--- src/design/bnn_pkg.sv ---
`default_nettype none

package bnn_pkg;

  localparam int XLEN      = 64;
  localparam int BUF_DEPTH = 8;
  localparam int IDX_W     = 3;
  localparam int CNT_W     = 4;
  localparam int SUM_W     = 10;
  localparam int TAG_W     = 8;
  // ones in one 64-bit word go from 0 to 64
  localparam int POP_W     = 7;

  localparam logic [CNT_W-1:0] MAX_COUNT  = CNT_W'(BUF_DEPTH);
  localparam logic [XLEN-1:0]  WORD_BYTES = XLEN'(XLEN / 8);

  // memory command and size codes
  localparam logic [4:0] MEM_CMD_LOAD = 5'b00000;
  localparam logic [2:0] MEM_TYP_D    = 3'b011;

  typedef enum logic [6:0] {
    FUNCT_LOAD_W  = 7'd0,
    FUNCT_COMPUTE = 7'd1
  } bnn_funct_e;

  typedef enum logic [1:0] {
    MODE_NONE,
    MODE_LOAD,
    MODE_COMPUTE
  } job_mode_e;

  typedef struct packed {
    logic [6:0]      inst_funct;
    logic [4:0]      inst_rs2;
    logic [4:0]      inst_rs1;
    logic            inst_xd;
    logic            inst_xs1;
    logic            inst_xs2;
    logic [4:0]      inst_rd;
    logic [6:0]      inst_opcode;
    logic [XLEN-1:0] rs1;
    logic [XLEN-1:0] rs2;
  } rocc_cmd_t;

  typedef struct packed {
    logic [4:0]      rd;
    logic [XLEN-1:0] data;
  } rocc_resp_t;

  typedef struct packed {
    logic [XLEN-1:0]  addr;
    logic [TAG_W-1:0] tag;
    logic [4:0]       cmd;
    logic [2:0]       typ;
    logic [XLEN-1:0]  data;
  } mem_req_t;

  typedef struct packed {
    logic [TAG_W-1:0] tag;
    logic [XLEN-1:0]  data;
    logic             has_data;
  } mem_resp_t;

  typedef struct packed {
    logic busy;
  } ctrl_out_t;

  // one job as latched at command accept
  typedef struct packed {
    job_mode_e        mode;
    logic [4:0]       rd;
    logic             xd;
    logic [CNT_W-1:0] count;
    logic [XLEN-1:0]  base;
  } job_t;

endpackage

`default_nettype wire

--- src/design/bnn_ctrl_fsm.sv ---
`timescale 1ns/10ps
`default_nettype none

module bnn_ctrl_fsm (
  input  wire                             clk_i,
  input  wire                             rst_n_i,
  input  wire                             en_i,
  input  wire                             cmd_v_i,
  input  wire bnn_pkg::rocc_cmd_t         cmd_i,
  output logic                            cmd_ready_o,
  output bnn_pkg::job_t                   job_o,
  output logic                            job_start_o,
  input  wire                             job_done_i,
  input  wire [bnn_pkg::SUM_W-1:0]        sum_i,
  input  wire                             fire_i,
  output logic                            resp_v_o,
  output bnn_pkg::rocc_resp_t             resp_o,
  input  wire                             resp_ready_i,
  output logic                            busy_o
);

  typedef enum logic [1:0] {
    ST_IDLE,
    ST_RUN,
    ST_RESP
  } state_e;

  state_e        state_q;
  state_e        state_d;
  bnn_pkg::job_t job_q;
  bnn_pkg::job_t job_dec;
  logic          cmd_fire;

  // decode the command on the bus
  always_comb begin
    job_dec.rd   = cmd_i.inst_rd;
    job_dec.xd   = cmd_i.inst_xd;
    job_dec.base = cmd_i.rs1;
    if (cmd_i.rs2 > bnn_pkg::BUF_DEPTH) begin
      job_dec.count = bnn_pkg::MAX_COUNT;
    end else begin
      job_dec.count = cmd_i.rs2[bnn_pkg::CNT_W-1:0];
    end
    case (cmd_i.inst_funct)
      bnn_pkg::FUNCT_LOAD_W:  job_dec.mode = bnn_pkg::MODE_LOAD;
      bnn_pkg::FUNCT_COMPUTE: job_dec.mode = bnn_pkg::MODE_COMPUTE;
      default: begin
        // no-op finishes at once
        job_dec.mode  = bnn_pkg::MODE_NONE;
        job_dec.count = '0;
      end
    endcase
  end

  assign cmd_ready_o = (state_q == ST_IDLE) && en_i;
  assign cmd_fire    = cmd_v_i && cmd_ready_o;
  assign job_start_o = cmd_fire;

  // counter and addr gen load from the decoded job at accept
  assign job_o = (state_q == ST_IDLE) ? job_dec : job_q;

  always_comb begin
    state_d = state_q;
    case (state_q)
      ST_IDLE: begin
        if (cmd_fire) begin
          if (job_done_i) begin
            state_d = job_dec.xd ? ST_RESP : ST_IDLE;
          end else begin
            state_d = ST_RUN;
          end
        end
      end
      ST_RUN: begin
        if (job_done_i) begin
          state_d = job_q.xd ? ST_RESP : ST_IDLE;
        end
      end
      ST_RESP: begin
        if (resp_ready_i) begin
          state_d = ST_IDLE;
        end
      end
      default: state_d = ST_IDLE;
    endcase
  end

  always_ff @(posedge clk_i) begin
    if (!rst_n_i) begin
      state_q <= ST_IDLE;
      job_q   <= '0;
    end else begin
      state_q <= state_d;
      if (cmd_fire) begin
        job_q <= job_dec;
      end
    end
  end

  // sum in the low bits and fire in the top bit
  always_comb begin
    resp_o.rd   = job_q.rd;
    resp_o.data = '0;
    if (job_q.mode != bnn_pkg::MODE_NONE) begin
      resp_o.data[bnn_pkg::SUM_W-1:0] = sum_i;
      resp_o.data[bnn_pkg::XLEN-1]    = fire_i;
    end
  end

  assign resp_v_o = (state_q == ST_RESP);
  assign busy_o   = (state_q != ST_IDLE);

  a_resp_hold: assert property (@(posedge clk_i) disable iff (!rst_n_i)
    resp_v_o && !resp_ready_i |=> resp_v_o && $stable(resp_o));

endmodule

`default_nettype wire

--- src/design/bnn_word_counter.sv ---
`timescale 1ns/10ps
`default_nettype none

module bnn_word_counter (
  input  wire                        clk_i,
  input  wire                        rst_n_i,
  input  wire                        job_start_i,
  input  wire [bnn_pkg::CNT_W-1:0]   count_i,
  input  wire                        req_fire_i,
  input  wire                        resp_fire_i,
  output logic [bnn_pkg::IDX_W-1:0]  issue_idx_o,
  output logic                       issue_more_o,
  output logic                       job_done_o
);

  logic [bnn_pkg::CNT_W-1:0] count_q;
  logic [bnn_pkg::CNT_W-1:0] issued_q;
  logic [bnn_pkg::CNT_W-1:0] returned_q;

  always_ff @(posedge clk_i) begin
    if (!rst_n_i) begin
      count_q    <= '0;
      issued_q   <= '0;
      returned_q <= '0;
    end else if (job_start_i) begin
      count_q    <= count_i;
      issued_q   <= '0;
      returned_q <= '0;
    end else begin
      if (req_fire_i) begin
        issued_q <= issued_q + 1'b1;
      end
      if (resp_fire_i) begin
        returned_q <= returned_q + 1'b1;
      end
    end
  end

  assign issue_idx_o  = issued_q[bnn_pkg::IDX_W-1:0];
  assign issue_more_o = (issued_q < count_q);

  // empty job finishes at accept and any other on its last reply
  assign job_done_o = (job_start_i && (count_i == '0)) ||
                      (resp_fire_i && (returned_q + 1'b1 == count_q));

  a_ret_le_iss: assert property (@(posedge clk_i) disable iff (!rst_n_i)
    returned_q <= issued_q);

endmodule

`default_nettype wire

--- src/design/bnn_addr_gen.sv ---
`timescale 1ns/10ps
`default_nettype none

module bnn_addr_gen (
  input  wire                        clk_i,
  input  wire                        rst_n_i,
  input  wire                        job_start_i,
  input  wire [bnn_pkg::XLEN-1:0]    base_i,
  input  wire [bnn_pkg::IDX_W-1:0]   issue_idx_i,
  input  wire                        issue_more_i,
  input  wire                        mem_req_ready_i,
  output logic                       mem_req_v_o,
  output bnn_pkg::mem_req_t          mem_req_o,
  output logic                       req_fire_o
);

  logic [bnn_pkg::XLEN-1:0] addr_q;

  assign mem_req_v_o = issue_more_i;
  assign req_fire_o  = mem_req_v_o && mem_req_ready_i;

  // step one doubleword per accepted request
  always_ff @(posedge clk_i) begin
    if (!rst_n_i) begin
      addr_q <= '0;
    end else if (job_start_i) begin
      addr_q <= base_i;
    end else if (req_fire_o) begin
      addr_q <= addr_q + bnn_pkg::WORD_BYTES;
    end
  end

  always_comb begin
    mem_req_o.addr = addr_q;
    mem_req_o.tag  = {{(bnn_pkg::TAG_W - bnn_pkg::IDX_W){1'b0}}, issue_idx_i};
    mem_req_o.cmd  = bnn_pkg::MEM_CMD_LOAD;
    mem_req_o.typ  = bnn_pkg::MEM_TYP_D;
    mem_req_o.data = '0;
  end

endmodule

`default_nettype wire

--- src/design/bnn_weight_buf.sv ---
`timescale 1ns/10ps
`default_nettype none

module bnn_weight_buf (
  input  wire                        clk_i,
  input  wire                        rst_n_i,
  input  wire                        wr_en_i,
  input  wire [bnn_pkg::TAG_W-1:0]   idx_i,
  input  wire [bnn_pkg::XLEN-1:0]    data_i,
  output logic [bnn_pkg::XLEN-1:0]   rd_data_o
);

  logic [bnn_pkg::XLEN-1:0] mem_q [bnn_pkg::BUF_DEPTH];
  logic [bnn_pkg::IDX_W-1:0] addr;

  // tag is the word index
  assign addr = idx_i[bnn_pkg::IDX_W-1:0];

  always_ff @(posedge clk_i) begin
    if (wr_en_i) begin
      mem_q[addr] <= data_i;
    end
  end

  assign rd_data_o = mem_q[addr];

  a_wr_idx: assert property (@(posedge clk_i) disable iff (!rst_n_i)
    wr_en_i |-> idx_i < bnn_pkg::BUF_DEPTH);

endmodule

`default_nettype wire

--- src/design/bnn_xnor_popcount.sv ---
`timescale 1ns/10ps
`default_nettype none

module bnn_xnor_popcount (
  input  wire                        clk_i,
  input  wire                        rst_n_i,
  input  wire                        clear_i,
  input  wire                        add_i,
  input  wire [bnn_pkg::XLEN-1:0]    act_i,
  input  wire [bnn_pkg::XLEN-1:0]    weight_i,
  input  wire                        thresh_v_i,
  input  wire [bnn_pkg::XLEN-1:0]    thresh_i,
  output logic [bnn_pkg::SUM_W-1:0]  sum_o,
  output logic                       fire_o
);

  logic [bnn_pkg::XLEN-1:0]  match;
  logic [bnn_pkg::POP_W-1:0] pop_cnt;
  logic [bnn_pkg::SUM_W-1:0] acc_q;
  logic [bnn_pkg::SUM_W-1:0] thresh_q;

  function automatic logic [bnn_pkg::POP_W-1:0] popcount(
    input logic [bnn_pkg::XLEN-1:0] w
  );
    logic [bnn_pkg::POP_W-1:0] n;
    n = '0;
    for (int i = 0; i < bnn_pkg::XLEN; i++) begin
      n = n + w[i];
    end
    return n;
  endfunction

  // equal bits mean +1 times +1 or -1 times -1
  assign match   = ~(act_i ^ weight_i);
  assign pop_cnt = popcount(match);

  always_ff @(posedge clk_i) begin
    if (!rst_n_i) begin
      acc_q <= '0;
    end else if (clear_i) begin
      acc_q <= '0;
    end else if (add_i) begin
      acc_q <= acc_q + {{(bnn_pkg::SUM_W - bnn_pkg::POP_W){1'b0}}, pop_cnt};
    end
  end

  // threshold from the low bits of the message
  always_ff @(posedge clk_i) begin
    if (!rst_n_i) begin
      thresh_q <= '0;
    end else if (thresh_v_i) begin
      thresh_q <= thresh_i[bnn_pkg::SUM_W-1:0];
    end
  end

  assign sum_o  = acc_q;
  assign fire_o = (acc_q >= thresh_q);

endmodule

`default_nettype wire

--- src/design/bnn_rocc_accel.sv ---
`timescale 1ns/10ps
`default_nettype none

module bnn_rocc_accel (
  input  wire                        clk_i,
  input  wire                        rst_n_i,
  input  wire                        en_i,
  input  wire                        rocc_cmd_v_i,
  input  wire bnn_pkg::rocc_cmd_t    rocc_cmd_data_i,
  output logic                       rocc_cmd_ready_o,
  output logic                       rocc_resp_v_o,
  output bnn_pkg::rocc_resp_t        rocc_resp_data_o,
  input  wire                        rocc_resp_ready_i,
  output logic                       rocc_mem_req_v_o,
  output bnn_pkg::mem_req_t          rocc_mem_req_data_o,
  input  wire                        rocc_mem_req_ready_i,
  input  wire                        rocc_mem_resp_v_i,
  input  wire bnn_pkg::mem_resp_t    rocc_mem_resp_data_i,
  output bnn_pkg::ctrl_out_t         rocc_ctrl_o,
  input  wire                        manycore_req_val_i,
  input  wire [bnn_pkg::XLEN-1:0]    manycore_req_msg_i,
  output logic                       manycore_req_rdy_o
);

  bnn_pkg::job_t              job;
  logic                       job_start;
  logic                       job_done;
  logic [bnn_pkg::SUM_W-1:0]  sum;
  logic                       fire;
  logic                       busy;
  logic [bnn_pkg::IDX_W-1:0]  issue_idx;
  logic                       issue_more;
  logic                       req_fire;
  logic                       reply_v;
  logic                       load_wr;
  logic                       compute_add;
  logic [bnn_pkg::XLEN-1:0]   weight_rd;
  logic                       thresh_v;

  // steer replies by job mode
  assign reply_v     = rocc_mem_resp_v_i && rocc_mem_resp_data_i.has_data;
  assign load_wr     = reply_v && (job.mode == bnn_pkg::MODE_LOAD);
  assign compute_add = reply_v && (job.mode == bnn_pkg::MODE_COMPUTE);

  assign manycore_req_rdy_o = !busy;
  assign thresh_v           = manycore_req_val_i && manycore_req_rdy_o;
  assign rocc_ctrl_o.busy   = busy;

  bnn_ctrl_fsm i_bnn_ctrl_fsm (
    .clk_i        (clk_i),
    .rst_n_i      (rst_n_i),
    .en_i         (en_i),
    .cmd_v_i      (rocc_cmd_v_i),
    .cmd_i        (rocc_cmd_data_i),
    .cmd_ready_o  (rocc_cmd_ready_o),
    .job_o        (job),
    .job_start_o  (job_start),
    .job_done_i   (job_done),
    .sum_i        (sum),
    .fire_i       (fire),
    .resp_v_o     (rocc_resp_v_o),
    .resp_o       (rocc_resp_data_o),
    .resp_ready_i (rocc_resp_ready_i),
    .busy_o       (busy)
  );

  bnn_word_counter i_bnn_word_counter (
    .clk_i        (clk_i),
    .rst_n_i      (rst_n_i),
    .job_start_i  (job_start),
    .count_i      (job.count),
    .req_fire_i   (req_fire),
    .resp_fire_i  (reply_v),
    .issue_idx_o  (issue_idx),
    .issue_more_o (issue_more),
    .job_done_o   (job_done)
  );

  bnn_addr_gen i_bnn_addr_gen (
    .clk_i           (clk_i),
    .rst_n_i         (rst_n_i),
    .job_start_i     (job_start),
    .base_i          (job.base),
    .issue_idx_i     (issue_idx),
    .issue_more_i    (issue_more),
    .mem_req_ready_i (rocc_mem_req_ready_i),
    .mem_req_v_o     (rocc_mem_req_v_o),
    .mem_req_o       (rocc_mem_req_data_o),
    .req_fire_o      (req_fire)
  );

  bnn_weight_buf i_bnn_weight_buf (
    .clk_i     (clk_i),
    .rst_n_i   (rst_n_i),
    .wr_en_i   (load_wr),
    .idx_i     (rocc_mem_resp_data_i.tag),
    .data_i    (rocc_mem_resp_data_i.data),
    .rd_data_o (weight_rd)
  );

  bnn_xnor_popcount i_bnn_xnor_popcount (
    .clk_i      (clk_i),
    .rst_n_i    (rst_n_i),
    .clear_i    (job_start),
    .add_i      (compute_add),
    .act_i      (rocc_mem_resp_data_i.data),
    .weight_i   (weight_rd),
    .thresh_v_i (thresh_v),
    .thresh_i   (manycore_req_msg_i),
    .sum_o      (sum),
    .fire_o     (fire)
  );

endmodule

`default_nettype wire

--- config.mk ---
export PLATFORM = sky130hd
export DESIGN_NAME = bnn_rocc_accel
export DESIGN_NICKNAME = d
export VERILOG_FILES = /design/src/design/bnn_pkg.sv /design/src/design/bnn_ctrl_fsm.sv /design/src/design/bnn_word_counter.sv /design/src/design/bnn_addr_gen.sv /design/src/design/bnn_weight_buf.sv /design/src/design/bnn_xnor_popcount.sv /design/src/design/bnn_rocc_accel.sv
export SDC_FILE = /design/constraint.sdc
export NUM_CORES = 1
export LEC_CHECK = 0
export BUFFER_PORTS_ARGS = -buffer_cell sky130_fd_sc_hd__buf_2
export CAP_MARGIN = 20
export CORE_ASPECT_RATIO = 1.4
export CORE_MARGIN = 3
export CORE_UTILIZATION = 54
export CTS_BUF_LIST = sky130_fd_sc_hd__clkbuf_4
export DETAILED_ROUTE_END_ITERATION = 10
export PLACE_DENSITY = 0.78
export SYNTH_ARGS = -nofsm -noshare
export SYNTH_HDL_FRONTEND = slang
export SYNTH_SLANG_ARGS = --single-unit
--- constraint.sdc ---
create_clock -name clk_i -period 12.15 [get_ports clk_i]
set_clock_uncertainty 0.05 [all_clocks]
set_input_delay 1.215 -clock clk_i [delete_from_list [all_inputs] [get_ports clk_i]]
set_output_delay 1.215 -clock clk_i [all_outputs]
set_load 0.01 [all_outputs]
# == Yosys cells after proc, flatten, opt, wreduce, memory -nomap -nowiden ==
# Memories as Yosys holds them, arrays and structs flattened.
# Index checks and enable logic that the tools add are counted.
# classes
n_mux,17
n_addsub,67
eq_ne,9
reduce_logical,20
bitwise,3
n_lt_le_gt_ge,3
# ops
cell,count
7-bit by 1-bit adder with 7-bit output,62
64-bit two-way mux,2
76-bit two-way mux,1
64-bit by 4-bit adder with 64-bit output (second input constant),1
64-bit by 4-bit > comparator with 1-bit output (second input constant),1
64-bit inverter,1
64-bit XOR,1
2-bit two-way mux,6
10-bit by 7-bit adder with 10-bit output,1
10-bit greater-or-equal comparator,1
10-bit two-way mux,1
1-bit logical AND,9
4-bit by 1-bit adder with 4-bit output (second input constant),2
4-bit two-way mux,2
7-bit by 1-bit equality test with 1-bit output (second input constant),1
7-bit zero test,1
2-bit by 1-bit != test with 1-bit output (second input constant),3
2-bit one-hot mux with 3 select lines,1
2-bit nonzero test,3
2-bit by 1-bit equality test with 1-bit output (second input constant),2
2-bit equality test (second input constant),2
4-bit equality test,1
4-bit zero test,1
4-bit < comparator,1
9 further kinds,12
# word_totals
regBits,174
ramBits,512
out_inout_bits,218
n_memories,1
# memory_table
name,depth,width,read_ports,rd_ports_with_merged_regs,wr,line,text
i_bnn_weight_buf.mem_q,8,64,1,0,1,bnn_weight_buf.sv:13,logic [bnn_pkg::XLEN-1:0] mem_q [bnn_pkg::BUF_DEPTH];

# == Logic depth before layout (Yosys ltp) ==
# An unclocked memory read counts as a cell.
# logic_depth
depth_word,67
depth_mapped,32
ltp_nobuf,30

# == Hierarchy ==
# Synthesis repeated with hierarchy kept, for this count alone.
# hier_totals
hier_cells,2609
area_unflattened_um2,32474.9
# modules_own_cells
module,cells_each,area_per_inst_um2,instances,seq_area_each_um2
bnn_weight_buf,951,19446.2,1,15374.7
bnn_ctrl_fsm,686,4530.6,1,1561.5
bnn_addr_gen,564,4403.0,1,1281.2
bnn_xnor_popcount,335,3407.0,1,400.4
bnn_word_counter,68,651.9,1,240.2
bnn_rocc_accel,5,36.3,1,0.0

# == Worst setup path after synthesis ==
# Ideal clock, no wire load.
# synth_timing
path_type,input to register
start,input rocc_mem_resp_data_i[65] (netlist bit)
end,"register i_bnn_xnor_popcount.acc_q, in the netlist i_bnn_xnor_popcount.sum_o[7]"
arrival_ps,9107
path_buffers,2
slack_ps,2869
path_stages,27
setup_time_ps,123
cell_sequence,nor3b_1 -> clkbuf_1 -> clkbuf_1 -> a22oi_1 -> nand4_1 -> xnor2_1 -> ha_1 -> inv_1 -> fa_1 -> fa_1 -> fa_1 -> fa_1 -> fa_1 -> fa_1 -> fa_1 -> inv_1 -> fa_1 -> fa_1 -> inv_1 -> fa_1 -> inv_1 -> ha_1 -> a211oi_1 -> o21ai_0 -> a211o_1 -> nand3_1 -> mux2_1
# synth_between
elab_chain_len,67
# synth_rtl
element,line,text
"start, declared",bnn_rocc_accel.sv:18,"input wire bnn_pkg::mem_resp_t rocc_mem_resp_data_i,"
memory read 8 x 64 bit *,-,
64-bit XOR *,bnn_xnor_popcount.sv:34,assign match = ~(act_i ^ weight_i);
64-bit inverter *,bnn_xnor_popcount.sv:34,
1-bit by 1-bit adder with 2-bit output,bnn_xnor_popcount.sv:28,n = n + w[i];
7-bit by 1-bit adder with 7-bit output (61 in a row),bnn_xnor_popcount.sv:28,
7-bit by 1-bit adder with 7-bit output *,bnn_xnor_popcount.sv:28,
10-bit by 7-bit adder with 10-bit output *,bnn_xnor_popcount.sv:43,"acc_q <= acc_q + {{(bnn_pkg::SUM_W - bnn_pkg::POP_W){1'b0}}, pop_cnt};"
"end signal, assigned",bnn_xnor_popcount.sv:43,
"end, declared",bnn_xnor_popcount.sv:19,logic [bnn_pkg::SUM_W-1:0] acc_q;
# Every way passes the cells marked *; elsewhere a longest branch is shown, timed or not.
# A chain may end at the register's enable or synchronous reset.

# == Worst setup path after layout ==
# layout_timing
start,input rocc_mem_resp_data_i[66] (netlist bit)
end,"register i_bnn_xnor_popcount.acc_q, in the netlist i_bnn_xnor_popcount.sum_o[7]"
# Same word-level chain as after synthesis.

==> results_dict.tcl <==
set metrics [dict create \
    io-pin-count 523 \
    ctsHoldBuffers 0 \
    overflow 0 \
    holdPathStages 2 \
    fp.dieW_um 198 \
    final_cells 3227 \
    first_pass_iters 5 \
    cts_resized 0 \
    fp-row-count 97 \
    synth_area_um2 27800 \
    start_kind "input port" \
    grt.total_usage_pct 27.8 \
    final-seq-area_um2 17500 \
    critPathMaxFanout 31 \
    yosys-top-cells-area "edfxtp_1, dfxtp_1, a22oi_1, fa_1, buf_4" \
    max-cap-violations 0 \
    r2r_end "i_bnn_xnor_popcount.sum_o[7]" \
    r2r_cells 26 \
    yosysMostFrequentCell "edfxtp_1" \
    synth-adder-area-share_pct 5.76 \
    post_cts_buffers 0 \
    die-height_um 274 \
    cts_buffers 147 \
    fill_cells 3753 \
    hpwl_um 48400 \
    synth_compound_area_share_pct 12.3 \
    cts_tree "yes" \
    grt_pass1_vias 19900 \
    synth_flop_cell "edfxtp_1" \
    cp_data_required_time_ns 12.80 \
    synth_xor_area_share_pct 2.87 \
    fin_ws_ns 2.71 \
    cp-startpoint "rocc_mem_resp_data_i[66]" \
    ys_seq_area_share_pct 63.0 \
    relSlewSlack_pct 24.5 \
    fin_crit_ns 9.44 \
    grt_max_degree 107 \
    drt_wl_total_um 77000 \
    grt_pass1_wl_um 113000 \
    critPathKind "input port to flop" \
    wl_per_cell_um 23.9 \
    worst_hold_slack_ns 0.407 \
    synth-seq-cells 618 \
    place_ws_ns 1.89 \
    critPathCaptureType "flop" \
    syn_inst 2104 \
    synth-edff-count 512 \
    fin_crit_sh_pct 77.7 \
    io_buffers 314 \
    fmax_mhz 106 \
    slew_violations 0 \
    vias 19500 \
    fin_setup_tns_ns 0 \
    yosysWarnings 0 \
    clock_path_buffers 3 \
    rsz0062_at_grt "false" \
    muxShareOfSynthArea_pct 0.297 \
    start_util_pct 55.0 \
    avgSynthCellArea_um2 13.2 \
    r2r_slack_ns 3.71 \
    synth_top_family_by_area "compound AO/OA/AOI/OAI gates" \
    insertion_delay_ns 0.87 \
    cp-endpoint "i_bnn_xnor_popcount.sum_o[7]" \
    clock-root-buffer "clkbuf_4" \
    drt-initial-drc-count 1676 \
    remaining_drc_errors 0 \
    drive_gt1_share_pct 23.8 \
    cts_sinks 618 \
    antenna_left 0 \
    antenna_found_initial 19 \
    async_reset_ff_share_pct 0 \
    timing.rr.start "i_bnn_weight_buf.mem_q[2][0]" \
    core_area_um2 50500 \
    dp_cells 2961 \
    hold_violations 0 \
    synth_simple_gate_area_share_pct 9.05 \
    run_status "completed" \
    place_congestion 0.916 \
    yosys.area.top_type "edfxtp_1" \
    finalSetupViolCount 0 \
    synth.top_cell.area_share_pct 55.3 \
    fin_nets 2870 \
    worstMarginPinSlew_ns 1.13 \
    die_area_um2 54300 \
    via_per_inst 6.04 \
    hold_path_class "flop to flop" \
    htree_levels 4 \
    cp.arrival_ns 10.09 \
    synth_cell_type_count 71 \
    clk_pin_slew_worst_paths_ns 0.06 \
    multi_input_area_um2 8950 \
    area_growth_syn_to_layout_pct 12.8 \
    yosys-top-cells-count "edfxtp_1, a22oi_1, buf_4, dfxtp_1, nand2_1" \
]
## area by class of cell
class | instances | area share [%]
multi-input cells | 1265 | 28.5
inverters | 91 | 1.10
flip-flops and latches | 618 | 55.8
repair buffers | 347 | 6.04
clock buffers | 207 | 4.96
clock inverters | 45 | 0.922
diodes | 11 | 0.0878
well taps | 643 | 2.57
## how the worst min path moves through the flow
stage / startpoint / slack (ns) / to
5_1_grt: i_bnn_xnor_popcount.thresh_q[7] / 0.43 / i_bnn_xnor_popcount.thresh_q[7]
3_3_place_gp: i_bnn_ctrl_fsm.resp_o[66] / 0.40 / i_bnn_ctrl_fsm.resp_o[66]
2_1_floorplan: i_bnn_word_counter.count_q[2] / 0.39 / i_bnn_word_counter.count_q[2]
4_1_cts: i_bnn_xnor_popcount.thresh_q[2] / 0.41 / i_bnn_xnor_popcount.thresh_q[2]
6_report: i_bnn_xnor_popcount.thresh_q[2] / 0.41 / i_bnn_xnor_popcount.thresh_q[2]
3_5_place_dp: i_bnn_xnor_popcount.thresh_q[2] / 0.40 / i_bnn_xnor_popcount.thresh_q[2]
## placed cells by master (no fill, tap or decap), types with 9 or more instances in the layout
master and n:
ha_1 40, nand4_1 88, a311oi_1 16, nor2_1 58, o31ai_1 9, clkinv_1 24
a31oi_1 13, or3_1 20, xnor2_1 42, a21oi_1 45, inv_1 89, a211oi_1 13
nand3_1 35, edfxtp_1 512, diode_2 11, and3_1 16, xor2_1 49, fa_1 55
clkbuf_4 207, conb_1 130, nor4_1 43, buf_4 25, nor3_1 34, nand2_1 98
o21ai_0 63, dfxtp_1 106, a22oi_1 258, buf_2 315, and3_2 10, and4_1 9
clkinv_2 9
## routing by layer
| metal | GRT usage, % | wire length (µm) |
|---|---|---|
| met5 | 0 | 96 |
| met1 | 30.3 | 25500 |
| met4 | 16.0 | 3540 |
| met3 | 8.63 | 8220 |
| met2 | 47.8 | 39600 |
## flip-flops by register name, indices dropped and copies added (netlist names)
signal                         flops
i_bnn_weight_buf.mem_q           512
i_bnn_addr_gen.addr_q             64
i_bnn_xnor_popcount.sum_o         10
i_bnn_xnor_popcount.thresh_q      10
i_bnn_ctrl_fsm.resp_o              5
i_bnn_word_counter.count_q         4
i_bnn_word_counter.issued_q        4
i_bnn_word_counter.returned_q      4
i_bnn_ctrl_fsm.job_q               3
i_bnn_ctrl_fsm.state_q             2
## critical path: stages
cell	delay [ns]
buf_2	0.19
and3_2	0.83
a22oi_1	0.21
nand4_1	0.16
xnor2_1	0.10
ha_1	0.32
inv_1	0.06
fa_1	0.50
fa_1	0.55
fa_1	0.57
fa_1	0.53
fa_1	0.54
fa_1	0.53
fa_1	0.54
inv_1	0.08
fa_1	0.59
fa_1	0.24
inv_1	0.07
fa_1	0.40
inv_1	0.07
a21oi_1	0.06
o21bai_1	0.21
xor2_1	0.23
ha_1	0.31
o21a_1	0.21
a211o_1	0.34
nand3_1	0.10
mux2_1	0.31
## through the flow
| step | util [%] | area (µm²) |
|---|---|---|
| global placement | 58.3 | 29500 |
| detailed placement | 58.3 | 29500 |
| global route | 62.1 | 31300 |
| CTS | 62.0 | 31300 |
| finish | 62.1 | 31400 |
| floorplan | - | 28300 |
## logic make-up (layout without fill, tap and decap cells)
| family | Yosys count | count (layout) |
|---|---|---|
| XOR/XNOR | 91 | 91 |
| multiplexers | 8 | 8 |
| flip-flops | 618 | 618 |
| AND/OR/NAND/NOR | 465 | 465 |
| buffers and inverters | 349 | 690 |
| adder cells (fa/ha/maj) | 95 | 95 |
| other | 2 | 141 |
| AO/OA/AOI/OAI | 476 | 476 |
Power is left out: the tool's default activity adds up to more than one toggle a clock period on the data nets, which glitch-free logic cannot reach.
